===== src/hdl/cpu_pkg.sv =====
package cpu_pkg;

    localparam int operand_width = 12; // also the data memory address width.

    typedef enum logic [4:0] {
        ldac   = 5'd3,
        ldiac  = 5'd5,
        stac   = 5'd8,
        mvac   = 5'd9,
        mvacar = 5'd10,
        mvacr1 = 5'd11,
        mvacr2 = 5'd12,
        mvacr3 = 5'd13,
        mvacr4 = 5'd14,
        mvr1ac = 5'd15,
        mvr2ac = 5'd16,
        mvr3ac = 5'd17,
        mvr4ac = 5'd18,
        add    = 5'd19,
        mult   = 5'd20,
        lshift = 5'd21,
        sub    = 5'd22,
        inac   = 5'd23,
        jpnz   = 5'd24,
        stiac  = 5'd25,
        nop    = 5'd28,
        clac   = 5'd30,
        endop  = 5'd31
    } opcode_t;

    // one instruction memory word.
    typedef struct packed {
        opcode_t                  opcode;
        logic [operand_width-1:0] operand;
    } instr_t;

    typedef enum logic [2:0] {idle, fetch, decode, mem_wait, execute, halt} core_state_t;

    typedef enum logic [2:0] {
        alu_pass, alu_add, alu_sub, alu_mult, alu_shl, alu_inc, alu_clear
    } alu_op_t;

endpackage


===== src/hdl/alu.sv =====
`timescale 1ns/10ps

module alu #(
    parameter int data_width = 16
) (
    input  cpu_pkg::alu_op_t       op_i,
    input  logic [data_width-1:0]  ac_i,
    input  logic [data_width-1:0]  r_i,
    output logic [data_width-1:0]  result_o,
    output logic                   zero_o
);
    import cpu_pkg::*;

    always_comb begin
        case (op_i)
            alu_add: begin
                result_o = ac_i + r_i;
            end
            alu_sub: begin
                result_o = ac_i - r_i;
            end
            alu_mult: begin
                result_o = ac_i * r_i; // low half only.
            end
            alu_shl: begin
                result_o = {ac_i[data_width-2:0], 1'b0};
            end
            alu_inc: begin
                result_o = ac_i + 1'b1;
            end
            alu_clear: begin
                result_o = '0;
            end
            default: begin
                result_o = ac_i; // pass.
            end
        endcase
    end

    // flag on the accumulator itself, used by jpnz.
    assign zero_o = (ac_i == '0);

endmodule


===== src/hdl/cpu_core.sv =====
`timescale 1ns/10ps

module cpu_core #(
    parameter int data_width      = 16,
    parameter int imem_addr_width = 11
) (
    input  logic                               clk,
    input  logic                               reset_i,
    input  logic                               start_i,
    output logic                               busy_o,
    output logic                               done_o,
    output logic [imem_addr_width-1:0]         imem_addr_o,
    input  cpu_pkg::instr_t                    instr_i,
    output logic [cpu_pkg::operand_width-1:0]  dmem_addr_o,
    output logic                               dmem_we_o,
    output logic [data_width-1:0]              dmem_wdata_o,
    input  logic [data_width-1:0]              dmem_rdata_i
);
    import cpu_pkg::*;

    core_state_t                state;
    logic [imem_addr_width-1:0] pc;
    instr_t                     ir;
    logic [data_width-1:0]      ac;
    logic [data_width-1:0]      r;
    logic [data_width-1:0]      ar;
    logic [data_width-1:0]      rf [4]; // r1 to r4.
    alu_op_t                    alu_op;
    logic [data_width-1:0]      alu_result;
    logic                       alu_zero;
    logic                       start_ok;
    logic                       in_exec;

    assign start_ok = start_i && (state == idle || state == halt);
    assign in_exec  = (state == execute);

    assign busy_o      = (state != idle) && (state != halt);
    assign done_o      = (state == halt);
    assign imem_addr_o = pc;

    // direct forms use the operand, indirect forms the low bits of ar.
    assign dmem_addr_o  = (ir.opcode == ldiac || ir.opcode == stiac) ?
                          ir.operand : ar[operand_width-1:0];
    assign dmem_we_o    = in_exec && (ir.opcode == stac || ir.opcode == stiac);
    assign dmem_wdata_o = ac;

    always_ff @(posedge clk) begin
        if (reset_i) begin
            state <= idle;
            pc    <= '0;
        end else begin
            case (state)
                idle, halt: begin
                    if (start_ok) begin
                        state <= fetch;
                        pc    <= '0;
                    end
                end
                fetch: state <= decode; // address goes out this cycle.
                decode: begin
                    if (instr_i.opcode == ldac || instr_i.opcode == ldiac) begin
                        state <= mem_wait;
                    end else begin
                        state <= execute;
                    end
                end
                mem_wait: state <= execute;
                execute: begin
                    if (ir.opcode == endop) begin
                        state <= halt;
                    end else begin
                        state <= fetch;
                    end
                    if (ir.opcode == jpnz && !alu_zero) begin
                        pc <= imem_addr_width'(ir.operand);
                    end else begin
                        pc <= pc + 1'b1;
                    end
                end
                default: state <= idle;
            endcase
        end
    end

    always_ff @(posedge clk) begin
        if (state == decode) begin
            ir <= instr_i;
        end
    end

    always_ff @(posedge clk) begin
        if (start_ok) begin
            ac <= '0;
            r  <= '0;
            ar <= '0;
            for (int i = 0; i < 4; i++) begin
                rf[i] <= '0;
            end
        end else if (in_exec) begin
            case (ir.opcode)
                ldac, ldiac: ac <= dmem_rdata_i; // read issued in mem_wait.
                mvac:        r <= ac;
                mvacar:      ar <= ac;
                mvacr1:      rf[0] <= ac;
                mvacr2:      rf[1] <= ac;
                mvacr3:      rf[2] <= ac;
                mvacr4:      rf[3] <= ac;
                mvr1ac:      ac <= rf[0];
                mvr2ac:      ac <= rf[1];
                mvr3ac:      ac <= rf[2];
                mvr4ac:      ac <= rf[3];
                add, sub, mult, lshift, inac, clac: ac <= alu_result;
                default: ;
            endcase
        end
    end

    always_comb begin
        case (ir.opcode)
            add:     alu_op = alu_add;
            sub:     alu_op = alu_sub;
            mult:    alu_op = alu_mult;
            lshift:  alu_op = alu_shl;
            inac:    alu_op = alu_inc;
            clac:    alu_op = alu_clear;
            default: alu_op = alu_pass;
        endcase
    end

    alu #(
        .data_width(data_width)
    ) alu_i (
        .op_i    (alu_op),
        .ac_i    (ac),
        .r_i     (r),
        .result_o(alu_result),
        .zero_o  (alu_zero)
    );

endmodule


===== config.mk =====
export PLATFORM = sky130hd
export DESIGN_NAME = cpu_core
export DESIGN_NICKNAME = d
export VERILOG_FILES = /design/src/hdl/cpu_pkg.sv /design/src/hdl/alu.sv /design/src/hdl/cpu_core.sv
export SDC_FILE = /design/constraint.sdc
export NUM_CORES = 1
export LEC_CHECK = 0
export ABC_CLOCK_PERIOD_IN_PS = 4940
export BUFFER_PORTS_ARGS = -buffer_cell sky130_fd_sc_hd__buf_2
export CAP_MARGIN = 20
export CORE_UTILIZATION = 27
export CTS_CLUSTER_SIZE = 8
export DETAILED_ROUTE_END_ITERATION = 7
export GPL_ROUTABILITY_DRIVEN = 0
export HOLD_SLACK_MARGIN = 0.05
export SYNTH_ARGS = -nofsm -noshare
export SYNTH_HDL_FRONTEND = slang
export SYNTH_SLANG_ARGS = --single-unit
export TNS_END_PERCENT = 1

===== constraint.sdc =====
create_clock -name clk -period 4.94 [get_ports clk]
set_input_delay 0.494 -clock clk [delete_from_list [all_inputs] [get_ports clk]]
set_output_delay 0.494 -clock clk [all_outputs]
set_load 0.005 [all_outputs]

==> metrics <==
max_cap viols 0; max_slew headroom roughly 29%; synthesized flop and latch total roughly 140; worst r2r path cells 18; final worst setup slack -0.298 ns; pwr/cell area a little under 200 nW/um^2; unrepaired setup endpoints after global routing true; Final Setup Violations 7; Slew Viols, Final 0; initial core utilization between 20% and 30%; CTS tree done; Post-synth EDFFs slightly above 80; Max Freq between 0.15 and 0.2 GHz; total gr overflow 0; worst min path class in2reg; Post-DP HPWL around 26000 um; final WL around 34000 um; failing checks setup timing; pre-CTS setup slack -0.463 ns; DRT iter0 DRCs between 600 and 700; CP Capture Type flip-flop; Die Height ~210 um; CTS Buffer Depth 2; wire per inst approximately 18 um; sequential share of the synthesized area 31.1%; H-tree depth 4; initial antenna violation count 2; synthesized instance count approximately 1300; hold path cells 1; asr flop ratio synth 0%; First-pass DRT Iterations 5; via/cell ratio roughly 5.0; Root Buffer clkbuf_16; library cells used by synthesis 66; largest net degree at the start of global routing 42; die area between 40000 and 50000 um^2; Least-Margin Pin Slew 1.06 ns; clock sinks approximately 140; Skew-Pair Late Insertion Delay between 0.4 and 0.5 ns; Post-Syn Nets 1441; final hold viol count 0; peak supply drop around 0.22 mV; commonest cells after routing, fill and taps aside inv_1, and2_1, nor2_1; Final Cycle Share 106%; Inst Count DP approximately 1900; Syn Std Cell Area roughly 12000 um^2; Mean Syn Cell Area between 9 and 10 um^2; CP Class reg2reg; core area roughly 42000 um^2; hold_ws 0.233 ns; synthesis-to-layout area growth 18.9%; first-pass GRT wire length 54600 um; share of cells above drive strength 1 20.0%; ant diodes 0; most common cell after layout, fill and taps aside inv_1; Ports a little under 80; Yosys warnings 0; main flop type after synthesis edfxtp_1; Rows 75; minimum clock period approximately 5.2 ns; Startpoint Class flip-flop; clock-pin slew on the worst setup and hold paths 0.07 ns; critical path fanouts, max 4; via count of the routed design between 9000 and 10000; crit path DAT around 5.6 ns; NumNets Final around 1500; CP Data Required Time about 5.3 ns; Finished Core Util around a third; Overall Power 2.72 mW; Post-CTS Hold Fix Bufs 0; status complete, but fails checks; die width between 200 and 250 um; Port Buf Inserts 77; Finished Layout Cells between 1500 and 2000; vias in the first global route between 9000 and 10000; GRT Overall Usage around 16%; Pleak between 6 and 7 nW; cts bufs inserted 17; Clock Skew 0.00898 ns; Routed Antenna Nets 0; Post-route DRC 0
## critical path, cell delays in order, from the launching register on
cell and delay (ns):
dfxtp_4 0.38, buf_6 0.13, and2_4 0.13, fa_1 0.53, inv_1 0.05, fa_1 0.49
fa_1 0.44, fa_1 0.51, inv_2 0.05, fa_1 0.47, inv_1 0.05, fa_1 0.49
inv_2 0.05, ha_4 0.23, or4_1 0.52, o211ai_1 0.12, xnor2_1 0.20, a21oi_1 0.11
o31ai_1 0.21
## metrics by stage
stage	TNS (ns)	area, um^2
finish	-0.936	13700
global route	-2.78	13700
CTS	-1.17	13700
detailed placement	-2.05	13100
global placement	-1.46	13100
floorplan	-0.399	11800
## Yosys cell counts (4+ instances only)
library cell	instances	area share, %
and2_1	119	6.4
and3_1	29	1.6
a22o_1	6	0.45
xnor2_1	42	3.2
inv_1	124	4.0
nor2b_1	6	0.32
or3_1	4	0.22
clkbuf_1	78	2.5
nand3_1	9	0.39
o31ai_1	6	0.39
nor3_1	13	0.56
nand2b_1	7	0.38
a221oi_1	10	0.76
nand3b_1	6	0.39
a21oi_1	53	2.3
nand2_1	97	3.2
fa_1	81	14
nor2_1	109	3.5
dfxtp_1	58	10
ha_1	66	7.1
a31oi_1	9	0.49
a21o_1	7	0.45
xor2_1	19	1.4
nand4_1	5	0.27
o31a_1	4	0.30
nor3b_1	6	0.39
or2_2	7	0.38
mux2_2	12	1.2
o21ai_0	43	1.9
o21a_1	7	0.45
a22oi_1	27	1.8
o2111ai_1	7	0.53
edfxtp_1	81	21
buf_2	9	0.39
a222oi_1	5	0.43
nor4_1	11	0.60
mux2i_1	33	2.9
## registers in the layout (all words and copies together), names as in the netlist
name,cells
rf,64
r,16
ir,17
dmem_wdata_o,16
imem_addr_o,11
state,3
ar,12
## power by group
group | total, mW | switching, mW | internal [mW]
combinational | 0.204 | 0.137 | 0.0675
clock | 1.22 | 0.557 | 0.659
sequential | 1.30 | 0.0285 | 1.27
total | 2.72 | 0.722 | 2.00
## layer usage
| layer | track usage (%) | vias up | share of wire (%) |
|---|---|---|---|
| li1 | - | 4457 | - |
| met1 | 21.9 | 4704 | 45 |
| met2 | 25.7 | 371 | 45 |
| met3 | 2.16 | 71 | 6.2 |
| met4 | 6.80 | 0 | 3.8 |
| met5 | 0 | - | 0 |
## logic make-up after synthesis
group	count (synthesis)	share of synthesized area, %
xor gates and xnor gates	62	4.82
muxes	45	4.03
DFF	139	31.1
and+or+nand+nor	436	19.2
buffers and inverters	215	7.25
AOI/OAI and AO/OA	214	12.4
adders and majority gates	147	21.2
## worst paths after layout
path / startpoint / to / slack [ns]
worst max register to register: dmem_wdata_o[7] / dmem_wdata_o[14] / -0.30
worst min register to register: ar[9] / ar[9] / 0.50
worst max-delay path: dmem_wdata_o[7] / dmem_wdata_o[14] / -0.30
worst min-delay path: instr_i[7] / ir[7] / 0.23
## timing repair
action | in CTS | in global routing
setup endpoints to repair | 8 | 8
setup buffers | 0 | 0
pin swaps | 7 | 1
gates resized for setup | 16 | 14
## final cells by class
cell class                      instances  area [um^2]
Fill cell                            4319        28300
Multi-Input combinational cell        904         7240
Sequential cell                       139         3620
Timing Repair Buffer                  176         1170
Tap cell                              539          674
Inverter                              124          465
Clock buffer                           17          425
Clock inverter                         15          130
Power figures use the tool's default switching activity.
